$ cat src/rtl/evu_params.svh
// event unit widths and register word offsets
`ifndef EVU_PARAMS_SVH
`define EVU_PARAMS_SVH

`define EVU_DATA_W     32
`define EVU_ADDR_W     6
`define EVU_NB_EVENTS  32
`define EVU_IRQ_ID_W   5
`define EVU_WORD_LSB   2

// word offsets inside the register space
`define EVU_REG_EVT_MASK              4'd0
`define EVU_REG_EVT_MASK_AND          4'd1
`define EVU_REG_EVT_MASK_OR           4'd2
`define EVU_REG_IRQ_MASK              4'd3
`define EVU_REG_IRQ_MASK_AND          4'd4
`define EVU_REG_IRQ_MASK_OR           4'd5
`define EVU_REG_CLOCK_STATUS          4'd6
`define EVU_REG_EVT_BUFFER            4'd7
`define EVU_REG_EVT_BUFFER_MASKED     4'd8
`define EVU_REG_EVT_BUFFER_IRQ_MASKED 4'd9
`define EVU_REG_BUFFER_CLEAR          4'd10
`define EVU_REG_EVT_WAIT              4'd14
`define EVU_REG_EVT_WAIT_CLEAR        4'd15

`endif

$ cat src/rtl/evu_pkg.sv
// event unit shared types for register operations, state view and sleep control
`include "evu_params.svh"

package evu_pkg;

  // register word offsets, AND clears and OR sets the written bits
  typedef enum logic [`EVU_ADDR_W-`EVU_WORD_LSB-1:0] {
    EVT_MASK              = `EVU_REG_EVT_MASK,
    EVT_MASK_AND          = `EVU_REG_EVT_MASK_AND,
    EVT_MASK_OR           = `EVU_REG_EVT_MASK_OR,
    IRQ_MASK              = `EVU_REG_IRQ_MASK,
    IRQ_MASK_AND          = `EVU_REG_IRQ_MASK_AND,
    IRQ_MASK_OR           = `EVU_REG_IRQ_MASK_OR,
    CLOCK_STATUS          = `EVU_REG_CLOCK_STATUS,
    EVT_BUFFER            = `EVU_REG_EVT_BUFFER,
    EVT_BUFFER_MASKED     = `EVU_REG_EVT_BUFFER_MASKED,
    EVT_BUFFER_IRQ_MASKED = `EVU_REG_EVT_BUFFER_IRQ_MASKED,
    BUFFER_CLEAR          = `EVU_REG_BUFFER_CLEAR,
    EVT_WAIT              = `EVU_REG_EVT_WAIT,
    EVT_WAIT_CLEAR        = `EVU_REG_EVT_WAIT_CLEAR
  } evu_reg_e;

  typedef enum logic [1:0] {
    ACTIVE   = 2'd0,
    SLEEP    = 2'd1,
    IRQ_HOLD = 2'd2
  } evu_clk_state_e;

  typedef struct packed {
    logic                   valid;
    evu_reg_e               sel;
    logic [`EVU_DATA_W-1:0] data;
  } evu_wr_req_t;

  typedef struct packed {
    logic [`EVU_NB_EVENTS-1:0] evt_mask;
    logic [`EVU_NB_EVENTS-1:0] irq_mask;
    logic [`EVU_NB_EVENTS-1:0] buffer;
  } evu_reg_view_t;

  typedef struct packed {
    logic evt_pending;
    logic irq_pending;
  } evu_status_t;

  typedef struct packed {
    logic valid;
    logic clear;
  } evu_wait_req_t;

endpackage

$ cat src/rtl/evu_axil_slave.sv
// event unit AXI4-Lite slave, turns bus accesses into register operations and read data
`timescale 1ns/1ps
`include "evu_params.svh"

module evu_axil_slave (
  input  logic                     clk_i,
  input  logic                     rst_ni,
  input  logic [`EVU_ADDR_W-1:0]   awaddr_i,
  input  logic                     awvalid_i,
  output logic                     awready_o,
  input  logic [`EVU_DATA_W-1:0]   wdata_i,
  input  logic [`EVU_DATA_W/8-1:0] wstrb_i,
  input  logic                     wvalid_i,
  output logic                     wready_o,
  output logic                     bvalid_o,
  output logic [1:0]               bresp_o,
  input  logic                     bready_i,
  input  logic [`EVU_ADDR_W-1:0]   araddr_i,
  input  logic                     arvalid_i,
  output logic                     arready_o,
  output logic                     rvalid_o,
  output logic [`EVU_DATA_W-1:0]   rdata_o,
  output logic [1:0]               rresp_o,
  input  logic                     rready_i,
  output evu_pkg::evu_wr_req_t     wr_req_o,
  output evu_pkg::evu_wait_req_t   wait_req_o,
  input  logic                     wait_done_i,
  input  evu_pkg::evu_reg_view_t   view_i,
  input  logic                     clock_en_i
);
  import evu_pkg::*;

  localparam logic [1:0] RESP_OKAY = 2'b00;

  evu_reg_e               wr_sel;
  evu_reg_e               rd_sel;
  logic                   wr_accept;
  logic                   rd_accept;
  logic                   rd_is_wait;
  logic                   bvalid_q;
  logic                   rvalid_q;
  logic                   wait_q;
  logic                   wait_clear_q;
  logic [`EVU_DATA_W-1:0] strb_mask;
  logic [`EVU_DATA_W-1:0] rd_data;
  logic [`EVU_DATA_W-1:0] wait_data;
  logic [`EVU_DATA_W-1:0] rdata_q;

  assign wr_sel = evu_reg_e'(awaddr_i[`EVU_ADDR_W-1:`EVU_WORD_LSB]);
  assign rd_sel = evu_reg_e'(araddr_i[`EVU_ADDR_W-1:`EVU_WORD_LSB]);

  // address and data are taken together, never while a response is pending
  assign wr_accept = awvalid_i & wvalid_i & ~bvalid_q;
  assign awready_o = wr_accept;
  assign wready_o  = wr_accept;
  assign bvalid_o  = bvalid_q;
  assign bresp_o   = RESP_OKAY;

  // a read is outstanding while parked at the sleep controller or waiting for rready
  assign arready_o  = ~rvalid_q & ~wait_q;
  assign rd_accept  = arvalid_i & arready_o;
  assign rd_is_wait = (rd_sel == EVT_WAIT) || (rd_sel == EVT_WAIT_CLEAR);
  assign rvalid_o   = rvalid_q;
  assign rdata_o    = rdata_q;
  assign rresp_o    = RESP_OKAY;

  always_comb begin
    for (int i = 0; i < `EVU_DATA_W/8; i++) begin
      strb_mask[8*i +: 8] = {8{wstrb_i[i]}};
    end
  end

  // bytes without strobe keep the old mask value, and set/clear writes skip them
  always_comb begin
    wr_req_o.valid = wr_accept;
    wr_req_o.sel   = wr_sel;
    case (wr_sel)
      EVT_MASK: wr_req_o.data = (wdata_i & strb_mask) | (view_i.evt_mask & ~strb_mask);
      IRQ_MASK: wr_req_o.data = (wdata_i & strb_mask) | (view_i.irq_mask & ~strb_mask);
      default:  wr_req_o.data = wdata_i & strb_mask;
    endcase
  end

  // the wait request is seen in the acceptance cycle already
  assign wait_req_o.valid = wait_q | (rd_accept & rd_is_wait);
  assign wait_req_o.clear = wait_q ? wait_clear_q : (rd_sel == EVT_WAIT_CLEAR);

  assign wait_data = view_i.buffer & view_i.evt_mask;

  always_comb begin
    case (rd_sel)
      EVT_MASK:              rd_data = view_i.evt_mask;
      IRQ_MASK:              rd_data = view_i.irq_mask;
      CLOCK_STATUS:          rd_data = {{(`EVU_DATA_W-1){1'b0}}, clock_en_i};
      EVT_BUFFER:            rd_data = view_i.buffer;
      EVT_BUFFER_MASKED:     rd_data = view_i.buffer & view_i.evt_mask;
      EVT_BUFFER_IRQ_MASKED: rd_data = view_i.buffer & view_i.irq_mask;
      default:               rd_data = '0;
    endcase
  end

  always_ff @(posedge clk_i or negedge rst_ni) begin
    if (!rst_ni) begin
      bvalid_q     <= 1'b0;
      rvalid_q     <= 1'b0;
      wait_q       <= 1'b0;
      wait_clear_q <= 1'b0;
    end else begin
      if (wr_accept) begin
        bvalid_q <= 1'b1;
      end else if (bready_i) begin
        bvalid_q <= 1'b0;
      end

      if (wait_done_i) begin
        wait_q <= 1'b0;
      end else if (rd_accept && rd_is_wait) begin
        wait_q       <= 1'b1;
        wait_clear_q <= (rd_sel == EVT_WAIT_CLEAR);
      end

      if ((rd_accept && !rd_is_wait) || wait_done_i) begin
        rvalid_q <= 1'b1;
      end else if (rready_i) begin
        rvalid_q <= 1'b0;
      end
    end
  end

  // wait data is taken at wake-up, before the clear lands in the buffer
  always_ff @(posedge clk_i) begin
    if (wait_done_i) begin
      rdata_q <= wait_data;
    end else if (rd_accept && !rd_is_wait) begin
      rdata_q <= rd_data;
    end
  end

endmodule

$ cat src/rtl/evu_event_regs.sv
// event unit register block, holds the masks and the event buffer
`timescale 1ns/1ps
`include "evu_params.svh"

module evu_event_regs (
  input  logic                      clk_i,
  input  logic                      rst_ni,
  input  logic [`EVU_NB_EVENTS-1:0] event_lines_i,
  input  evu_pkg::evu_wr_req_t      wr_req_i,
  input  logic                      buffer_clear_i,
  input  logic [`EVU_NB_EVENTS-1:0] ack_clear_i,
  output evu_pkg::evu_reg_view_t    view_o,
  output evu_pkg::evu_status_t      status_o
);
  import evu_pkg::*;

  logic [`EVU_NB_EVENTS-1:0] evt_mask_q;
  logic [`EVU_NB_EVENTS-1:0] evt_mask_d;
  logic [`EVU_NB_EVENTS-1:0] irq_mask_q;
  logic [`EVU_NB_EVENTS-1:0] irq_mask_d;
  logic [`EVU_NB_EVENTS-1:0] buffer_q;
  logic [`EVU_NB_EVENTS-1:0] buffer_d;
  logic [`EVU_NB_EVENTS-1:0] clear_bits;

  always_comb begin
    evt_mask_d = evt_mask_q;
    irq_mask_d = irq_mask_q;
    clear_bits = '0;

    if (wr_req_i.valid) begin
      case (wr_req_i.sel)
        EVT_MASK:     evt_mask_d = wr_req_i.data;
        EVT_MASK_AND: evt_mask_d = evt_mask_q & ~wr_req_i.data;
        EVT_MASK_OR:  evt_mask_d = evt_mask_q | wr_req_i.data;
        IRQ_MASK:     irq_mask_d = wr_req_i.data;
        IRQ_MASK_AND: irq_mask_d = irq_mask_q & ~wr_req_i.data;
        IRQ_MASK_OR:  irq_mask_d = irq_mask_q | wr_req_i.data;
        BUFFER_CLEAR: clear_bits = wr_req_i.data;
        default: ;
      endcase
    end

    // a wait-clear takes precedence over a software clear write
    if (buffer_clear_i) begin
      clear_bits = evt_mask_q;
    end

    // new pulses always survive, even on bits being cleared
    buffer_d = (buffer_q & ~clear_bits & ~ack_clear_i) | event_lines_i;
  end

  always_ff @(posedge clk_i or negedge rst_ni) begin
    if (!rst_ni) begin
      evt_mask_q <= '0;
      irq_mask_q <= '0;
      buffer_q   <= '0;
    end else begin
      evt_mask_q <= evt_mask_d;
      irq_mask_q <= irq_mask_d;
      buffer_q   <= buffer_d;
    end
  end

  assign view_o.evt_mask = evt_mask_q;
  assign view_o.irq_mask = irq_mask_q;
  assign view_o.buffer   = buffer_q;

  assign status_o.evt_pending = |(buffer_q & evt_mask_q);
  assign status_o.irq_pending = |(buffer_q & irq_mask_q);

endmodule

$ cat src/rtl/evu_sleep_ctrl.sv
// event unit sleep controller, gates the core clock while a wait read is parked
`timescale 1ns/1ps

module evu_sleep_ctrl (
  input  logic                   clk_i,
  input  logic                   rst_ni,
  input  evu_pkg::evu_wait_req_t wait_req_i,
  input  evu_pkg::evu_status_t   status_i,
  input  logic                   core_busy_i,
  output logic                   wait_done_o,
  output logic                   buffer_clear_o,
  output logic                   core_clock_en_o
);
  import evu_pkg::*;

  evu_clk_state_e state_q;
  evu_clk_state_e state_d;

  always_comb begin
    state_d         = state_q;
    wait_done_o     = 1'b0;
    buffer_clear_o  = 1'b0;
    core_clock_en_o = 1'b1;

    case (state_q)
      ACTIVE: begin
        if (wait_req_i.valid) begin
          if (status_i.irq_pending) begin
            // let the core take its interrupt first
            state_d = IRQ_HOLD;
          end else if (status_i.evt_pending) begin
            wait_done_o    = 1'b1;
            buffer_clear_o = wait_req_i.clear;
          end else if (!core_busy_i) begin
            state_d = SLEEP;
          end
        end
      end

      SLEEP: begin
        core_clock_en_o = 1'b0;
        if (status_i.irq_pending) begin
          core_clock_en_o = 1'b1;
          state_d         = IRQ_HOLD;
        end else if (status_i.evt_pending) begin
          // clock comes back in the wake-up cycle
          core_clock_en_o = 1'b1;
          wait_done_o     = 1'b1;
          buffer_clear_o  = wait_req_i.clear;
          state_d         = ACTIVE;
        end
      end

      IRQ_HOLD: begin
        // the wait stays parked until the interrupt is acknowledged
        if (!status_i.irq_pending) begin
          if (status_i.evt_pending) begin
            wait_done_o    = 1'b1;
            buffer_clear_o = wait_req_i.clear;
            state_d        = ACTIVE;
          end else if (!core_busy_i) begin
            state_d = SLEEP;
          end
        end
      end

      default: begin
        state_d = ACTIVE;
      end
    endcase
  end

  always_ff @(posedge clk_i or negedge rst_ni) begin
    if (!rst_ni) begin
      state_q <= ACTIVE;
    end else begin
      state_q <= state_d;
    end
  end

endmodule

$ cat src/rtl/evu_irq_ctrl.sv
// event unit interrupt controller, picks the highest pending line and handles acknowledge
`timescale 1ns/1ps
`include "evu_params.svh"

module evu_irq_ctrl (
  input  logic                      clk_i,
  input  logic                      rst_ni,
  input  evu_pkg::evu_reg_view_t    view_i,
  input  logic                      core_irq_ack_i,
  input  logic [`EVU_IRQ_ID_W-1:0]  core_irq_ack_id_i,
  output logic                      core_irq_req_o,
  output logic [`EVU_IRQ_ID_W-1:0]  core_irq_id_o,
  output logic [`EVU_NB_EVENTS-1:0] ack_clear_o
);
  import evu_pkg::*;

  logic [`EVU_NB_EVENTS-1:0] irq_masked;
  logic                      irq_req_q;

  assign irq_masked = view_i.buffer & view_i.irq_mask;

  // higher line numbers win
  always_comb begin
    core_irq_id_o = '0;
    for (int i = 0; i < `EVU_NB_EVENTS; i++) begin
      if (irq_masked[i]) begin
        core_irq_id_o = i[`EVU_IRQ_ID_W-1:0];
      end
    end
  end

  always_comb begin
    ack_clear_o = '0;
    if (core_irq_ack_i) begin
      ack_clear_o[core_irq_ack_id_i] = 1'b1;
    end
  end

  always_ff @(posedge clk_i or negedge rst_ni) begin
    if (!rst_ni) begin
      irq_req_q <= 1'b0;
    end else begin
      irq_req_q <= |irq_masked;
    end
  end

  assign core_irq_req_o = irq_req_q;

endmodule

$ cat src/rtl/evu_top.sv
// event unit top level, bus front end feeding the registers and both controllers
`timescale 1ns/1ps
`include "evu_params.svh"

module evu_top (
  input  logic                      clk_i,
  input  logic                      rst_ni,
  input  logic [`EVU_NB_EVENTS-1:0] event_lines_i,
  input  logic                      core_busy_i,
  input  logic                      core_irq_ack_i,
  input  logic [`EVU_IRQ_ID_W-1:0]  core_irq_ack_id_i,
  output logic                      core_irq_req_o,
  output logic [`EVU_IRQ_ID_W-1:0]  core_irq_id_o,
  output logic                      core_clock_en_o,
  input  logic [`EVU_ADDR_W-1:0]    awaddr_i,
  input  logic                      awvalid_i,
  output logic                      awready_o,
  input  logic [`EVU_DATA_W-1:0]    wdata_i,
  input  logic [`EVU_DATA_W/8-1:0]  wstrb_i,
  input  logic                      wvalid_i,
  output logic                      wready_o,
  output logic                      bvalid_o,
  output logic [1:0]                bresp_o,
  input  logic                      bready_i,
  input  logic [`EVU_ADDR_W-1:0]    araddr_i,
  input  logic                      arvalid_i,
  output logic                      arready_o,
  output logic                      rvalid_o,
  output logic [`EVU_DATA_W-1:0]    rdata_o,
  output logic [1:0]                rresp_o,
  input  logic                      rready_i
);
  import evu_pkg::*;

  evu_wr_req_t               wr_req;
  evu_wait_req_t             wait_req;
  evu_reg_view_t             view;
  evu_status_t               status;
  logic                      wait_done;
  logic                      buffer_clear;
  logic [`EVU_NB_EVENTS-1:0] ack_clear;

  evu_axil_slave evu_axil_slave_inst (
    .clk_i       (clk_i),
    .rst_ni      (rst_ni),
    .awaddr_i    (awaddr_i),
    .awvalid_i   (awvalid_i),
    .awready_o   (awready_o),
    .wdata_i     (wdata_i),
    .wstrb_i     (wstrb_i),
    .wvalid_i    (wvalid_i),
    .wready_o    (wready_o),
    .bvalid_o    (bvalid_o),
    .bresp_o     (bresp_o),
    .bready_i    (bready_i),
    .araddr_i    (araddr_i),
    .arvalid_i   (arvalid_i),
    .arready_o   (arready_o),
    .rvalid_o    (rvalid_o),
    .rdata_o     (rdata_o),
    .rresp_o     (rresp_o),
    .rready_i    (rready_i),
    .wr_req_o    (wr_req),
    .wait_req_o  (wait_req),
    .wait_done_i (wait_done),
    .view_i      (view),
    .clock_en_i  (core_clock_en_o)
  );

  evu_event_regs evu_event_regs_inst (
    .clk_i          (clk_i),
    .rst_ni         (rst_ni),
    .event_lines_i  (event_lines_i),
    .wr_req_i       (wr_req),
    .buffer_clear_i (buffer_clear),
    .ack_clear_i    (ack_clear),
    .view_o         (view),
    .status_o       (status)
  );

  evu_sleep_ctrl evu_sleep_ctrl_inst (
    .clk_i           (clk_i),
    .rst_ni          (rst_ni),
    .wait_req_i      (wait_req),
    .status_i        (status),
    .core_busy_i     (core_busy_i),
    .wait_done_o     (wait_done),
    .buffer_clear_o  (buffer_clear),
    .core_clock_en_o (core_clock_en_o)
  );

  evu_irq_ctrl evu_irq_ctrl_inst (
    .clk_i             (clk_i),
    .rst_ni            (rst_ni),
    .view_i            (view),
    .core_irq_ack_i    (core_irq_ack_i),
    .core_irq_ack_id_i (core_irq_ack_id_i),
    .core_irq_req_o    (core_irq_req_o),
    .core_irq_id_o     (core_irq_id_o),
    .ack_clear_o       (ack_clear)
  );

endmodule

$ cat config.mk
export PLATFORM = sky130hd
export DESIGN_NAME = evu_top
export DESIGN_NICKNAME = d
export VERILOG_FILES = /design/src/rtl/evu_pkg.sv /design/src/rtl/evu_axil_slave.sv /design/src/rtl/evu_event_regs.sv /design/src/rtl/evu_sleep_ctrl.sv /design/src/rtl/evu_irq_ctrl.sv /design/src/rtl/evu_top.sv
export VERILOG_INCLUDE_DIRS = /design/src /design/src/rtl
export SDC_FILE = /design/constraint.sdc
export NUM_CORES = 1
export LEC_CHECK = 0
export ABC_CLOCK_PERIOD_IN_PS = 8700
export BUFFER_PORTS_ARGS = -buffer_cell sky130_fd_sc_hd__buf_2
export CAP_MARGIN = 20
export CELL_PAD_IN_SITES_DETAIL_PLACEMENT = 0
export CELL_PAD_IN_SITES_GLOBAL_PLACEMENT = 1
export CORE_AREA = 2 2 139 141
export DETAILED_ROUTE_END_ITERATION = 16
export DIE_AREA = 0 0 141 143
export PLACE_DENSITY_LB_ADDON = 0.1
export SLEW_MARGIN = 20
export SYNTH_ARGS = -nofsm -noshare
export SYNTH_HDL_FRONTEND = slang
export SYNTH_SLANG_ARGS = --single-unit
$ cat constraint.sdc
create_clock -name clk_i -period 8.7 [get_ports clk_i]
set_clock_uncertainty 0.2 [all_clocks]
set_input_delay 0.435 -clock clk_i [delete_from_list [all_inputs] [get_ports clk_i]]
set_output_delay 0.435 -clock clk_i [all_outputs]
set_load 0.05 [all_outputs]
==> results_dict.tcl <==
set metrics [dict create \
    timing.setup.tns_ns 0 \
    grt_usage 0.313 \
    layout_common_cells "buf_2 (132), nand2_1 (121), dfrtp_1 (103), o21ai_0 (101), a22oi_1 (58)" \
    synthToLayoutAreaGrowth_pct 18.9 \
    detail-route-antenna-nets 0 \
    routedWlPerCell_um 24.7 \
    gr-usage-met3 0.0661 \
    layout_commonest_cell "buf_2" \
    dieHeight_um 143 \
    fp.coreArea_um2 18600 \
    num_vias 8316 \
    dieWidth_um 141 \
    p_per_area_nw_per_um2 233 \
    hold_path_class "in2reg" \
    antenna_found_initial 0 \
    crit_family "compound AO/OA/AOI/OAI gates" \
    grt-ovfl-total 0 \
    port_buffers 133 \
    crit_type "reg2reg" \
    cts_made_buffers 17 \
    ir_drop_mv 0.120 \
    tightest_slew_ns 1.10 \
    syn_inst 907 \
    grt_max_degree 66 \
    synth_flop_cell "dfrtp_1" \
    grt_pass1_vias 7794 \
    cp_data_arrival_time_ns 3.93 \
    critPathMaxFanout 16 \
    cts_root_buffer "clkbuf_16" \
    finalHoldViolCount 0 \
    synth_area_um2 8590 \
    fin_crit_ns 3.85 \
    io-pin-count 142 \
    synth_seq_cells 135 \
    setup_ws_ns 4.85 \
    async_flop_share 0.763 \
    drive_above_1_share 0.252 \
    pre_cts_ws_ns 4.92 \
    ys_seq_area_frac 0.412 \
    cts_buffer_depth 2 \
    crit_chain "a22oi_1, nand2_1, nor3_1, inv_1, a211o_4, o32ai_4, buf_4, o2bb2ai_1, a21o_1" \
    synth.avg_cell_area_um2 9.47 \
    hpwl_mm 19.5 \
    p_total_mw 2.38 \
    via_per_inst 6.56 \
    finalNetCount 1119 \
    layout.cells.non_filler 1268 \
    start_util 0.462 \
    cp_slowest_stage_delay_ns 0.57 \
    synth_cell_types 65 \
    drtIter0Drc 963 \
    cp_slowest_cell "nor3_1" \
    antenna_cells 0 \
    grtUsageMet1 0.435 \
    synth_edf_count 32 \
    synth_warnings 0 \
    busiest_layer "met2" \
    die_area_um2 20200 \
    routed_wl_mm 31.3 \
    firstDrtPassIters 5 \
    num_rows 50 \
    min_period_over_period 0.443 \
    fmax_mhz 260 \
    cp-start-kind "register" \
    grt_pass1_wl_mm 47.6 \
    setup_violations 0 \
    required_ns 8.78 \
    cts_resized 0 \
    drc 0 \
    clock-sinks 135 \
    ctsHtreeMaxLevel 4 \
    leakage_nw 4.15 \
    clk_pin_slew_worst_paths_ns 0.06 \
    use_met2 0.497 \
    worst-path-buf-inv 2 \
    dp.cells 1217 \
    rsz0062_at_grt "false" \
    max_slew_margin 0.263 \
    gp_congestion 0.858 \
    drv_cap 0 \
    status "completed" \
    clk_latency_ns 0.42 \
    end_kind "register" \
    drv_slew 0 \
    cts_tree "done" \
]
per-stage QoR:
step | cell area (um^2) | util | hold WS (ns)
2_1_floorplan | 8600 | - | -0.0606
3_3_place_gp | 9370 | 0.504 | 0.276
3_5_place_dp | 9370 | 0.504 | 0.266
4_1_cts | 10100 | 0.546 | 0.00145
5_1_grt | 10200 | 0.550 | 0.00115
6_report | 10200 | 0.550 | 0.00841
worst paths after layout:
| kind | startpoint | endpoint | slack, ns | cells past startpoint |
|---|---|---|---|---|
| min reg2reg | evu_axil_slave_inst.bvalid_o | evu_axil_slave_inst.bvalid_o | 0.30 | 1 |
| max reg2reg | evu_event_regs_inst.irq_mask_q[30] | evu_axil_slave_inst.rdata_o[31] | 4.85 | 9 |
| min in group asynchronous | rst_ni | evu_irq_ctrl_inst.core_irq_req_o | 0.35 | 2 |
| max | evu_event_regs_inst.irq_mask_q[30] | evu_axil_slave_inst.rdata_o[31] | 4.85 | 9 |
| max in group asynchronous | rst_ni | evu_event_regs_inst.evt_mask_q[22] | 6.63 | 3 |
| min | event_lines_i[13] | evu_event_regs_inst.buffer_q[13] | 0.008 | 2 |
cells in the mapped netlist, drive strengths merged (4+ instances only):
cell	instances	share of area
nand2	121	0.053
dfrtp	103	0.30
o21ai	102	0.059
a22oi	61	0.055
nor2	48	0.021
a21oi	42	0.024
clkbuf	41	0.019
or2	37	0.027
a22o	35	0.036
a221oi	34	0.057
a221o	33	0.039
mux2i	33	0.038
a21o	32	0.028
edfxtp	32	0.11
buf	29	0.021
a31o	26	0.027
nand3	12	0.0070
inv	9	0.0039
o2bb2ai	7	0.0071
nor3	6	0.0048
nand3b	5	0.0044
nand4	5	0.0036
and3	4	0.0029
ha	4	0.0058
sequential cells by signal, summed over array words and instances (netlist names):
signal	cells
evu_axil_slave_inst.bvalid_o	1
evu_event_regs_inst.buffer_q	32
evu_axil_slave_inst.wait_q	1
evu_event_regs_inst.evt_mask_q	32
evu_axil_slave_inst.rdata_o	32
evu_event_regs_inst.irq_mask_q	32
evu_axil_slave_inst.rvalid_o	1
evu_sleep_ctrl_inst.state_q	2
evu_axil_slave_inst.wait_clear_q	1
evu_irq_ctrl_inst.core_irq_req_o	1
final cells by class:
class	instances	area [um^2]
Clock inverter	12	139
Tap cell	234	293
Multi-Input combinational cell	696	4760
Clock buffer	20	478
Sequential cell	135	3540
Fill cell	1679	8370
Inverter	9	33.8
Timing Repair Buffer	162	968
what timing repair did:
item	4_1_cts	5_1_grt
endpoints found under the hold margin	52	2
buffers inserted	0	0
hold buffers	15	2
cells by family (layout without fill, tap and decap cells):
kind of cell | Yosys count | after routing | synth area share
muxes | 35 | 35 | 0.0411
xor gates and xnor gates | 1 | 1 | 0.00102
other | 1 | 4 | 0.000437
DFF | 135 | 135 | 0.412
buffers and inverters | 79 | 203 | 0.0443
and+or+nand+nor | 254 | 254 | 0.137
AOI/OAI and AO/OA | 398 | 398 | 0.358
adders and majority gates | 4 | 4 | 0.00583
routing by layer:
layer,wire length (um),part of all wire,vias up
li1,-,-,3725
met1,13500,0.43,4109
met2,14300,0.46,428
met3,2850,0.091,54
met4,639,0.020,0
met5,0,0,-
report_power, final:
group | total [mW] | switching [mW] | internal, mW | leakage (nW)
clock | 0.763 | 0.304 | 0.459 | 0.303
sequential | 0.997 | 0.224 | 0.772 | 1.45
combinational | 0.625 | 0.353 | 0.272 | 2.40
total | 2.38 | 0.881 | 1.50 | 4.15
(Power assumes the default switching activity.)
